<file path="src/trap_pkg.sv">
// Machine-mode trap subsystem shared definitions
// Cause codes, privilege values, load/store width codes and bus offsets

`default_nettype none

package trap_pkg;

  // ==================================================
  // Fixed-width types
  // ==================================================

  // Exception cause code as stored in mcause
  typedef logic [4:0] cause_t;
  // Privilege mode encoding
  typedef logic [1:0] priv_t;
  // Instructions are always 32 bits, also on RV64
  typedef logic [31:0] inst_t;
  // Load/store width field of the instruction
  typedef logic [2:0] funct3_t;
  // Byte offset of a trap register on the bus
  typedef logic [4:0] csr_addr_t;

  // ==================================================
  // Exception cause codes
  // ==================================================

  localparam cause_t CAUSE_INST_MISALIGNED  = 5'd0;
  localparam cause_t CAUSE_ILLEGAL_INST     = 5'd2;
  localparam cause_t CAUSE_BREAKPOINT       = 5'd3;
  localparam cause_t CAUSE_LOAD_MISALIGNED  = 5'd4;
  localparam cause_t CAUSE_STORE_MISALIGNED = 5'd6;
  localparam cause_t CAUSE_ECALL_U          = 5'd8;
  localparam cause_t CAUSE_ECALL_S          = 5'd9;
  localparam cause_t CAUSE_ECALL_M          = 5'd11;
  localparam cause_t CAUSE_LOAD_PAGE_FAULT  = 5'd13;
  localparam cause_t CAUSE_STORE_PAGE_FAULT = 5'd15;

  // Privilege levels, value 2 is reserved
  localparam priv_t PRIV_U = 2'd0;
  localparam priv_t PRIV_S = 2'd1;
  localparam priv_t PRIV_M = 2'd3;

  // Load/store width codes, stores use the signed subset
  localparam funct3_t F3_B  = 3'b000;
  localparam funct3_t F3_H  = 3'b001;
  localparam funct3_t F3_W  = 3'b010;
  localparam funct3_t F3_D  = 3'b011;
  localparam funct3_t F3_BU = 3'b100;
  localparam funct3_t F3_HU = 3'b101;
  localparam funct3_t F3_WU = 3'b110;

  // ==================================================
  // Trap register map on the bus
  // ==================================================

  localparam csr_addr_t OFS_MTVEC  = 5'h00;
  localparam csr_addr_t OFS_MEPC   = 5'h04;
  localparam csr_addr_t OFS_MCAUSE = 5'h08;
  localparam csr_addr_t OFS_MTVAL  = 5'h0C;
  localparam csr_addr_t OFS_PRIV   = 5'h10;

endpackage

`default_nettype wire

</file>
<file path="src/exception_unit.sv">
// Exception detector
// Collects fault flags of the fetch, decode and memory stages and
// selects one exception by fixed priority, with cause, pc and trap value

`timescale 1ns/10ps
`default_nettype none

module exception_unit #(
  parameter int unsigned xlen            = 32,
  parameter bit          c_ext           = 1'b1,
  parameter bit          misaligned_trap = 1'b1
) (
  // Current privilege, selects the ecall cause
  input  wire trap_pkg::priv_t   current_priv,
  // Fetch stage
  input  wire                    if_valid,
  input  wire [xlen-1:0]         if_pc,
  // Decode stage
  input  wire                    id_valid,
  input  wire [xlen-1:0]         id_pc,
  input  wire trap_pkg::inst_t   id_instruction,
  input  wire                    id_illegal_inst,
  input  wire                    id_ecall,
  input  wire                    id_ebreak,
  // Memory stage
  input  wire                    mem_valid,
  input  wire [xlen-1:0]         mem_pc,
  input  wire trap_pkg::inst_t   mem_instruction,
  input  wire [xlen-1:0]         mem_addr,
  input  wire                    mem_read,
  input  wire                    mem_write,
  input  wire trap_pkg::funct3_t mem_funct3,
  input  wire                    mem_page_fault,
  input  wire [xlen-1:0]         mem_fault_vaddr,
  // Selected exception
  output logic                   exception,
  output trap_pkg::cause_t       exception_code,
  output logic [xlen-1:0]        exception_pc,
  output logic [xlen-1:0]        exception_val
);

  import trap_pkg::*;

  // ==================================================
  // Per-stage fault conditions
  // ==================================================

  logic   if_misaligned;
  logic   id_break_exc;
  logic   id_call_exc;
  logic   id_illegal_exc;
  logic   data_misaligned;
  logic   load_page_fault;
  logic   store_page_fault;
  logic   load_misaligned;
  logic   store_misaligned;
  cause_t ecall_cause;

  // Fetch alignment, 2-byte with compressed, else 4-byte
  assign if_misaligned = if_valid && (c_ext ? if_pc[0] : (if_pc[1:0] != 2'b00));

  // Decode stage flags
  assign id_break_exc   = id_valid && id_ebreak;
  assign id_call_exc    = id_valid && id_ecall;
  assign id_illegal_exc = id_valid && id_illegal_inst;

  // Ecall cause follows the mode the call was made from
  always_comb begin
    case (current_priv)
      PRIV_U:  ecall_cause = CAUSE_ECALL_U;
      PRIV_S:  ecall_cause = CAUSE_ECALL_S;
      default: ecall_cause = CAUSE_ECALL_M;
    endcase
  end

  // Natural alignment per access width
  always_comb begin
    case (mem_funct3)
      F3_B, F3_BU: data_misaligned = 1'b0;
      F3_H, F3_HU: data_misaligned = mem_addr[0];
      F3_W, F3_WU: data_misaligned = (mem_addr[1:0] != 2'b00);
      F3_D:        data_misaligned = (mem_addr[2:0] != 3'b000);
      default:     data_misaligned = 1'b0;
    endcase
  end

  // A write with the read flag set counts as a store (AMO style)
  assign load_page_fault  = mem_valid && mem_page_fault && mem_read && !mem_write;
  assign store_page_fault = mem_valid && mem_page_fault && mem_write;

  // Misalignment traps only when the memory system cannot split accesses
  assign load_misaligned  = misaligned_trap && mem_valid && mem_read && !mem_write &&
                            data_misaligned;
  assign store_misaligned = misaligned_trap && mem_valid && mem_write && data_misaligned;

  // ==================================================
  // Priority selection
  // ==================================================

  always_comb begin
    // Nothing pending
    exception      = 1'b0;
    exception_code = CAUSE_INST_MISALIGNED;
    exception_pc   = '0;
    exception_val  = '0;
    if (if_misaligned) begin
      exception      = 1'b1;
      exception_code = CAUSE_INST_MISALIGNED;
      exception_pc   = if_pc;
      exception_val  = if_pc;
    end else if (id_break_exc) begin
      exception      = 1'b1;
      exception_code = CAUSE_BREAKPOINT;
      exception_pc   = id_pc;
      exception_val  = id_pc;
    end else if (id_call_exc) begin
      // Trap value stays zero for ecall
      exception      = 1'b1;
      exception_code = ecall_cause;
      exception_pc   = id_pc;
    end else if (id_illegal_exc) begin
      exception      = 1'b1;
      exception_code = CAUSE_ILLEGAL_INST;
      exception_pc   = id_pc;
      exception_val  = xlen'(id_instruction);
    end else if (load_page_fault) begin
      exception      = 1'b1;
      exception_code = CAUSE_LOAD_PAGE_FAULT;
      exception_pc   = mem_pc;
      exception_val  = mem_fault_vaddr;
    end else if (store_page_fault) begin
      exception      = 1'b1;
      exception_code = CAUSE_STORE_PAGE_FAULT;
      exception_pc   = mem_pc;
      exception_val  = mem_fault_vaddr;
    end else if (load_misaligned) begin
      exception      = 1'b1;
      exception_code = CAUSE_LOAD_MISALIGNED;
      exception_pc   = mem_pc;
      exception_val  = mem_addr;
    end else if (store_misaligned) begin
      exception      = 1'b1;
      exception_code = CAUSE_STORE_MISALIGNED;
      exception_pc   = mem_pc;
      exception_val  = mem_addr;
    end
  end

endmodule

`default_nettype wire

</file>
<file path="src/trap_csr_file.sv">
// Machine trap register block
// Holds mtvec, mepc, mcause, mtval and the privilege mode, takes traps,
// performs mret and decodes register accesses from the bus slave

`timescale 1ns/10ps
`default_nettype none

module trap_csr_file #(
  parameter int unsigned xlen  = 32,
  parameter bit          c_ext = 1'b1
) (
  input  wire                      clk,
  input  wire                      rst,
  // Trap entry from the detector
  input  wire                      exception,
  input  wire trap_pkg::cause_t    exception_code,
  input  wire [xlen-1:0]           exception_pc,
  input  wire [xlen-1:0]           exception_val,
  // Return from trap, one-cycle pulse
  input  wire                      mret,
  // Register access from the bus
  input  wire                      csr_sel,
  input  wire                      csr_write,
  input  wire trap_pkg::csr_addr_t csr_addr,
  input  wire [xlen-1:0]           csr_wdata,
  output logic [xlen-1:0]          csr_rdata,
  output logic                     csr_err,
  // Status towards the core
  output trap_pkg::priv_t          current_priv,
  output logic [xlen-1:0]          trap_target,
  output logic [xlen-1:0]          ret_pc
);

  import trap_pkg::*;

  logic [xlen-1:0] mtvec;
  logic [xlen-1:0] mepc;
  cause_t          mcause;
  logic [xlen-1:0] mtval;
  priv_t           priv;
  priv_t           mpp;
  priv_t           mpp_wdata;
  logic            bus_wr;

  assign bus_wr = csr_sel && csr_write;

  // Reserved mode value falls back to U
  assign mpp_wdata = (csr_wdata[3:2] == 2'b10) ? PRIV_U : priv_t'(csr_wdata[3:2]);

  // ==================================================
  // Register update
  // ==================================================

  always_ff @(posedge clk) begin
    if (rst) begin
      mtvec  <= '0;
      mepc   <= '0;
      mcause <= '0;
      mtval  <= '0;
      priv   <= PRIV_M;
      mpp    <= PRIV_U;
    end else begin
      // Bus writes, mcause and mtval are read-only here
      if (bus_wr) begin
        case (csr_addr)
          OFS_MTVEC: mtvec <= {csr_wdata[xlen-1:2], 2'b00};
          OFS_MEPC: begin
            if (c_ext) begin
              mepc <= {csr_wdata[xlen-1:1], 1'b0};
            end else begin
              mepc <= {csr_wdata[xlen-1:2], 2'b00};
            end
          end
          OFS_PRIV:  mpp <= mpp_wdata;
          default: ;
        endcase
      end
      // Trap entry overrides a bus write in the same cycle
      if (exception) begin
        mepc   <= exception_pc;
        mcause <= exception_code;
        mtval  <= exception_val;
        mpp    <= priv;
        priv   <= PRIV_M;
      end else if (mret) begin
        priv <= mpp;
        mpp  <= PRIV_U;
      end
    end
  end

  // ==================================================
  // Read decode and access check
  // ==================================================

  always_comb begin
    case (csr_addr)
      OFS_MTVEC:  csr_rdata = mtvec;
      OFS_MEPC:   csr_rdata = mepc;
      OFS_MCAUSE: csr_rdata = xlen'(mcause);
      OFS_MTVAL:  csr_rdata = mtval;
      // priv in 1:0, mpp in 3:2
      OFS_PRIV:   csr_rdata = xlen'({mpp, priv});
      default:    csr_rdata = '0;
    endcase
  end

  always_comb begin
    case (csr_addr)
      OFS_MTVEC, OFS_MEPC, OFS_PRIV: csr_err = 1'b0;
      OFS_MCAUSE, OFS_MTVAL:         csr_err = csr_write;
      default:                       csr_err = 1'b1;
    endcase
  end

  assign current_priv = priv;
  assign trap_target  = mtvec;
  assign ret_pc       = mepc;

endmodule

`default_nettype wire

</file>
<file path="src/csr_apb_slave.sv">
// APB completer for the trap registers
// Adds one wait state per transfer and registers read data and error

`timescale 1ns/10ps
`default_nettype none

module csr_apb_slave #(
  parameter int unsigned xlen = 32
) (
  input  wire                      clk,
  input  wire                      rst,
  // APB side
  input  wire                      psel,
  input  wire                      penable,
  input  wire                      pwrite,
  input  wire trap_pkg::csr_addr_t paddr,
  input  wire [xlen-1:0]           pwdata,
  output logic                     pready,
  output logic [xlen-1:0]          prdata,
  output logic                     pslverr,
  // Register block side
  input  wire [xlen-1:0]           csr_rdata,
  input  wire                      csr_err,
  output logic                     csr_sel,
  output logic                     csr_write,
  output trap_pkg::csr_addr_t      csr_addr,
  output logic [xlen-1:0]          csr_wdata
);

  // Setup seen, then first access cycle, then completion
  typedef enum logic [1:0] {
    s_idle,
    s_wait,
    s_done
  } apb_state_t;

  apb_state_t state;

  // ==================================================
  // Transfer sequencing
  // ==================================================

  always_ff @(posedge clk) begin
    if (rst) begin
      state   <= s_idle;
      pslverr <= 1'b0;
    end else begin
      case (state)
        s_idle: begin
          if (psel && !penable) begin
            state <= s_wait;
          end
        end
        s_wait: begin
          // Abandoned transfer returns to idle
          if (psel && penable) begin
            state   <= s_done;
            pslverr <= csr_err;
          end else begin
            state <= s_idle;
          end
        end
        default: begin
          state   <= s_idle;
          pslverr <= 1'b0;
        end
      endcase
    end
  end

  // Read data sampled during the wait state
  always_ff @(posedge clk) begin
    if (state == s_wait) begin
      prdata <= csr_rdata;
    end
  end

  assign pready = (state == s_done);

  // Access is committed on the completing cycle only
  assign csr_sel   = (state == s_done);
  assign csr_write = psel && pwrite;
  assign csr_addr  = paddr;
  assign csr_wdata = pwdata;

endmodule

`default_nettype wire

</file>
<file path="src/trap_subsystem.sv">
// Machine-mode trap subsystem top level
// Connects the exception detector, trap registers and APB slave

`timescale 1ns/10ps
`default_nettype none

module trap_subsystem #(
  parameter int unsigned xlen            = 32,
  parameter bit          c_ext           = 1'b1,
  parameter bit          misaligned_trap = 1'b1
) (
  input  wire                      clk,
  input  wire                      rst,
  // Fetch stage
  input  wire                      if_valid,
  input  wire [xlen-1:0]           if_pc,
  // Decode stage
  input  wire                      id_valid,
  input  wire [xlen-1:0]           id_pc,
  input  wire trap_pkg::inst_t     id_instruction,
  input  wire                      id_illegal_inst,
  input  wire                      id_ecall,
  input  wire                      id_ebreak,
  // Memory stage
  input  wire                      mem_valid,
  input  wire [xlen-1:0]           mem_pc,
  input  wire trap_pkg::inst_t     mem_instruction,
  input  wire [xlen-1:0]           mem_addr,
  input  wire                      mem_read,
  input  wire                      mem_write,
  input  wire trap_pkg::funct3_t   mem_funct3,
  input  wire                      mem_page_fault,
  input  wire [xlen-1:0]           mem_fault_vaddr,
  // Return from trap
  input  wire                      mret,
  // APB
  input  wire                      psel,
  input  wire                      penable,
  input  wire                      pwrite,
  input  wire trap_pkg::csr_addr_t paddr,
  input  wire [xlen-1:0]           pwdata,
  output wire                      pready,
  output wire [xlen-1:0]           prdata,
  output wire                      pslverr,
  // Trap status
  output wire                      trap,
  output trap_pkg::cause_t         trap_cause,
  output wire [xlen-1:0]           trap_val,
  output wire [xlen-1:0]           trap_target,
  output wire [xlen-1:0]           ret_pc,
  output trap_pkg::priv_t          priv
);

  import trap_pkg::*;

  wire [xlen-1:0] trap_pc;
  wire            csr_sel;
  wire            csr_write;
  csr_addr_t      csr_addr;
  wire [xlen-1:0] csr_wdata;
  wire [xlen-1:0] csr_rdata;
  wire            csr_err;

  exception_unit #(
    .xlen            (xlen),
    .c_ext           (c_ext),
    .misaligned_trap (misaligned_trap)
  ) u_exception_unit (
    .current_priv    (priv),
    .if_valid        (if_valid),
    .if_pc           (if_pc),
    .id_valid        (id_valid),
    .id_pc           (id_pc),
    .id_instruction  (id_instruction),
    .id_illegal_inst (id_illegal_inst),
    .id_ecall        (id_ecall),
    .id_ebreak       (id_ebreak),
    .mem_valid       (mem_valid),
    .mem_pc          (mem_pc),
    .mem_instruction (mem_instruction),
    .mem_addr        (mem_addr),
    .mem_read        (mem_read),
    .mem_write       (mem_write),
    .mem_funct3      (mem_funct3),
    .mem_page_fault  (mem_page_fault),
    .mem_fault_vaddr (mem_fault_vaddr),
    .exception       (trap),
    .exception_code  (trap_cause),
    .exception_pc    (trap_pc),
    .exception_val   (trap_val)
  );

  trap_csr_file #(
    .xlen  (xlen),
    .c_ext (c_ext)
  ) u_trap_csr_file (
    .clk            (clk),
    .rst            (rst),
    .exception      (trap),
    .exception_code (trap_cause),
    .exception_pc   (trap_pc),
    .exception_val  (trap_val),
    .mret           (mret),
    .csr_sel        (csr_sel),
    .csr_write      (csr_write),
    .csr_addr       (csr_addr),
    .csr_wdata      (csr_wdata),
    .csr_rdata      (csr_rdata),
    .csr_err        (csr_err),
    .current_priv   (priv),
    .trap_target    (trap_target),
    .ret_pc         (ret_pc)
  );

  csr_apb_slave #(
    .xlen (xlen)
  ) u_csr_apb_slave (
    .clk       (clk),
    .rst       (rst),
    .psel      (psel),
    .penable   (penable),
    .pwrite    (pwrite),
    .paddr     (paddr),
    .pwdata    (pwdata),
    .pready    (pready),
    .prdata    (prdata),
    .pslverr   (pslverr),
    .csr_rdata (csr_rdata),
    .csr_err   (csr_err),
    .csr_sel   (csr_sel),
    .csr_write (csr_write),
    .csr_addr  (csr_addr),
    .csr_wdata (csr_wdata)
  );

endmodule

`default_nettype wire

</file>
<file path="config.mk">
export PLATFORM = sky130hd
export DESIGN_NAME = trap_subsystem
export DESIGN_NICKNAME = d
export VERILOG_FILES = /design/src/trap_pkg.sv /design/src/exception_unit.sv /design/src/trap_csr_file.sv /design/src/csr_apb_slave.sv /design/src/trap_subsystem.sv
export SDC_FILE = /design/constraint.sdc
export NUM_CORES = 1
export LEC_CHECK = 0
export ABC_AREA = 1
export BUFFER_PORTS_ARGS = -buffer_cell sky130_fd_sc_hd__buf_2
export CORE_AREA = 2 2 160 162
export DETAILED_ROUTE_END_ITERATION = 8
export DIE_AREA = 0 0 162 164
export SLEW_MARGIN = 20
export SYNTH_ARGS = -nofsm -noshare
export SYNTH_HDL_FRONTEND = slang
export SYNTH_SLANG_ARGS = --single-unit
export TNS_END_PERCENT = 20
</file>
<file path="constraint.sdc">
create_clock -name clk -period 4.63 [get_ports clk]
set_clock_uncertainty 0.15 [all_clocks]
set_input_delay 0.6945 -clock clk [delete_from_list [all_inputs] [get_ports clk]]
set_output_delay 0.6945 -clock clk [all_outputs]
set_load 0.01 [all_outputs]
</file>
After elaboration in Yosys (flattened, before gate mapping). Cells that the tools add are included.

Logic and storage cells: 111. Bits in registers: 138.

Muxes and demuxes: 49. Bitwise gates (word level): 1. Reduce and logical (&&, ||, !) cells: 37. Equal/unequal tests: 15.

Operator list (number): 32-bit 2-to-1 mux (19); 32-bit one-hot mux with 5 select lines (1); 5-bit 2-to-1 mux (7); 1-bit logical AND (17); 2-bit 2-to-1 mux (7); 5-bit by 4-bit == test with 1-bit output, second input constant (2); 1-bit 2-to-1 mux (9); 3-bit nonzero test (3); 2-bit one-hot mux with 2 select lines (2); 2-bit AND reduction (4); 2-bit OR reduction (4); 3-bit by 2-bit == test with 1-bit output, second input constant (2); 3-bit == test, second input constant (2); 2-bit nonzero test (3); 5-bit by 3-bit == test with 1-bit output, second input constant (1); 5-bit == test, second input constant (1); 5-bit logical NOT (1); 2-bit by 1-bit == test with 1-bit output, second input constant (2); 2-bit == test, second input constant (2); 2-bit logical NOT (2); 2-bit by 1-bit inequality test with 1-bit output, second input constant (2); 1-bit one-hot mux with 2 select lines (2); 3-bit by 1-bit == test with 1-bit output, second input constant (1); 3-bit 2-to-1 mux (1); other kinds (4) (5).

Longest topological paths before layout.
Depth after elaboration: 14. Depth in mapped cells: 14. Gate-level depth less buffers: 12.

Modules after synthesis. From an unflattened synthesis, not the netlist that was laid out.

Cell total of the unflattened synthesis: 1349. Area total of the unflattened synthesis: 8622.0 um2.

Modules (own cells, without submodules): trap_csr_file (sequential area each 2062.0 um2, area each 4933.5 um2, times used 1, cells each 745); exception_unit (sequential area each 0.0 um2, area each 2306.0 um2, times used 1, cells each 513); csr_apb_slave (sequential area each 1021.0 um2, area each 1382.6 um2, times used 1, cells each 91).

Worst setup path before layout. No wires, ideal clock.

Kind: input to output. From: in mem_page_fault. To: out trap_val[25]. Cell stages on the path: 9. Buffers on the path: 1. Data arrival time: 1711 ps. Required time: 3786 ps. Setup slack: 2075 ps. Path through: clkinv_1 > nor2_1 > buf_2 > a21oi_1 > o21ai_0 > nand2_1 > nand2_1 > nand2_1 > nand2_1.

Cells in the longest elaborated chain, start to end: 8. Elaborated cells on any way between the ends: 10. Classes of those cells: mux (6); reduce/logical (4).

Ends and longest elaborated chain: start: declaration (RTL line trap_subsystem.sv:32) `input wire mem_page_fault,`; 1-bit logical AND * (RTL line exception_unit.sv:88, exception_unit.sv:89); 1-bit logical AND (on tied branches) (RTL line exception_unit.sv:89, exception_unit.sv:88); 32-bit 2-to-1 mux / 1-bit logical AND (equally long branches) (RTL line exception_unit.sv:131, exception_unit.sv:88); 32-bit 2-to-1 mux * (RTL line exception_unit.sv:126) `end else if (load_page_fault) begin`; 32-bit 2-to-1 mux * (RTL line exception_unit.sv:121) `end else if (id_illegal_exc) begin`; 32-bit 2-to-1 mux * (RTL line exception_unit.sv:116) `end else if (id_call_exc) begin`; 32-bit 2-to-1 mux * (RTL line exception_unit.sv:111) `end else if (id_break_exc) begin`; 32-bit 2-to-1 mux * (RTL line exception_unit.sv:106) `if (if_misaligned) begin`; end: declaration (RTL line trap_subsystem.sv:48) `output wire [xlen-1:0] trap_val,`.

Mark *: on every way between the ends. The rest lies on a longest branch, timed or not.

Worst setup path after layout.
From: in mem_page_fault. To: out trap_val[21].

The elaborated chain is that of the path after synthesis.

==> results.cfg <==
[outcome]
status = finished clean

[timing]
fin_setup_tns_ns = 0
fin_hold_ws_ns = 0.3001
slew_headroom_pct = 33.64
hold_viol = 0
setup-violations-final = 0
finalCriticalPeriod_ns = 3.998
rsz0062_at_grt = false
period_share_pct = 86.36
drv_slew = 0
worstMarginPinSlew_ns = 0.9930
fmax_ghz = 0.2501
worst_slack_ns = 0.6317

[route]
dr.pass1.iters = 5
num_vias = 9880
routed_wl_um = 36030
wl_per_cell_um = 18.34
drt_iter0_markers = 762
drtAntennaViolNets = 0
drc_errors = 0
vias_per_cell = 5.031

[setup_path]
required_ns = 3.79
crit_path_frequent_cell = buf_2
cpLargestDelayFamily = simple AND/OR/NAND/NOR gates
crit_chain = buf_2 -> clkinv_1 -> nor2_4 -> a21oi_1 -> o21ai_1 -> o211ai_1 -> nand2_1 -> buf_2
cp-end-kind = output pin
startpoint_type = primary input
worstSetupPathType = primary input to output pin
cp_max_fo = 33
worstPathArrival_ns = 3.15
r2r_slack_ns = 2.22
slowest_delay_ns = 0.99
cp_num_buf_inv = 3
crit_slowest_cell = nor2_4

[cts]
clkLatencyLatePin_ns = 0.42
cts_inserted_buffers = 17
clock-sinks = 137
clockRootBuffer = clkbuf_16
cts_setup_buffers = 0
htreeDepth = 4
cts.path.max_buffers = 2
clk_pin_slew_ns = 0.06
tritoncts = built
cts_resized = 0
cts_hold_buf = 0

[floorplan]
initial_core_util_pct = 32.43
io_pins = 417
die_h_um = 164
num_rows = 58
core_area_um2 = 24820
die_area_um2 = 26570
die_w_um = 162

[synthesis]
synth_cell_types = 33
syn-cell-area_um2 = 8049
ys.flop_type = dfxtp_1
ys_seq_elements = 137
synthTopCellsByCount = nand2_1 (525), inv_1 (115), dfxtp_1 (105)
synthCells = 1274
yosysTopAreaCell = dfxtp_1
synth_top_cell_area_share_pct = 26.12
synth.area.top_cells = dfxtp_1 (26%), nand2_1 (24%), edfxtp_1 (12%), inv_1 (5.4%), o21ai_0 (4.8%)
synth-seq-area-share_pct = 38.05
yosysMostFrequentCell = nand2_1
syn_avg_cell_area_um2 = 6.318
async_flop_share_pct = 0
yosysWarnings = 0
synth-edff-count = 32

[final_layout]
instances_no_fill = 1964
drive_above_1_share_pct = 27.85
design_area_um2 = 10810
fillerInstances = 2732
syn_to_final_growth_pct = 34.34
fin_util_pct = 43.57
fin_nets = 1896

[place]
io_buffers = 380
dpl-instance-area_um2 = 10170
gp_congestion = 0.9059
pre_cts_ws_ns = 0.6855
dp_cells = 1928
dpl.hpwl_um = 25960

[run]
maxCapViolations = 0

[global_route]
grt_start_max_net_pins = 40
grt_pass1_wl_um = 52450
grt_overflow = 0
antenna_found_initial = 4
grt_pass1_vias = 9177
grt_util_all_layers_pct = 26.23

[power_and_ir_drop]
ir_drop_mv = 0.2042
power.leakage_nw = 5.930
p_total_mw = 3.513
p_per_area_nw_per_um2 = 324.9

[min_path]
hp-class = flop to flop
## power by group
part | internal [mW] | leakage [nW] | total, mW | switching (mW)
combinational | 0.251 | 4.41 | 0.710 | 0.459
sequential | 1.29 | 1.22 | 1.33 | 0.0422
clock | 0.931 | 0.300 | 1.48 | 0.544
## worst min-delay path, stage by stage (launching register included)
cell	delay (ns)
dfxtp_1	0.31
nand2_1	0.06
nand2_1	0.04
## cells in the final DEF (no fill, tap or decap), types with 3 or more instances in the layout
master / instances
clkbuf_16: 17
nand2_1: 524
a31oi_1: 3
inv_1: 114
diode_2: 4
buf_2: 380
buf_4: 18
nor2_1: 94
o211ai_1: 28
clkinvlp_4: 3
inv_2: 6
nor2_4: 6
a21oi_1: 53
clkinv_2: 3
conb_1: 3
nand4_1: 51
dfxtp_1: 105
o21ai_0: 78
o21ai_1: 37
nand3_1: 41
bufinv_16: 4
edfxtp_1: 32
nand2_2: 6
## layer usage
| metal | global-route usage [%] | vias up | share of wire (%) |
|---|---|---|---|
| met1 | 33.64 | 4510 | 42 |
| met2 | 44.04 | 526 | 47 |
| li1 | - | 4781 | - |
| met5 | 0 | - | 0 |
| met3 | 5.076 | 63 | 8.7 |
| met4 | 9.413 | 0 | 2.9 |
## final cells by class
cell class | count | area, um^2 | area share (%)
clock buffers | 21 | 460.4 | 4.258
clock inverters | 11 | 170.2 | 1.574
flip-flops and latches | 137 | 3063 | 28.33
diodes | 4 | 10.01 | 0.09257
multi-input cells | 938 | 4156 | 38.44
well taps | 330 | 412.9 | 3.819
inverters | 123 | 462.9 | 4.281
repair buffers | 400 | 2077 | 19.21
## cells by family after synthesis
kind of cell           after synthesis  share of synthesized area (%)
and+or+nand+nor                    731                          37.25
DFF                                137                          38.05
other                                1                        0.04659
buffers and inverters              201                          10.80
AOI/OAI and AO/OA                  204                          13.85
## flip-flops by register name (all words and copies together) (netlist names)
name,count
u_trap_csr_file.current_priv,2
u_csr_apb_slave.pslverr,1
u_trap_csr_file.mtval,32
u_csr_apb_slave.state,2
u_trap_csr_file.ret_pc,32
u_trap_csr_file.trap_target,30
u_trap_csr_file.mcause,4
u_csr_apb_slave.prdata,32
u_trap_csr_file.mpp,2
## final timing paths
path / start / endpoint / depth (start not counted)
max: mem_page_fault / trap_val[21] / 8
min: u_trap_csr_file.mtval[4] / u_trap_csr_file.mtval[4] / 2
max reg2reg: u_csr_apb_slave.state[1] / u_trap_csr_file.ret_pc[2] / 9
min reg2reg: u_trap_csr_file.mtval[4] / u_trap_csr_file.mtval[4] / 2
(Power assumes the default switching activity.)
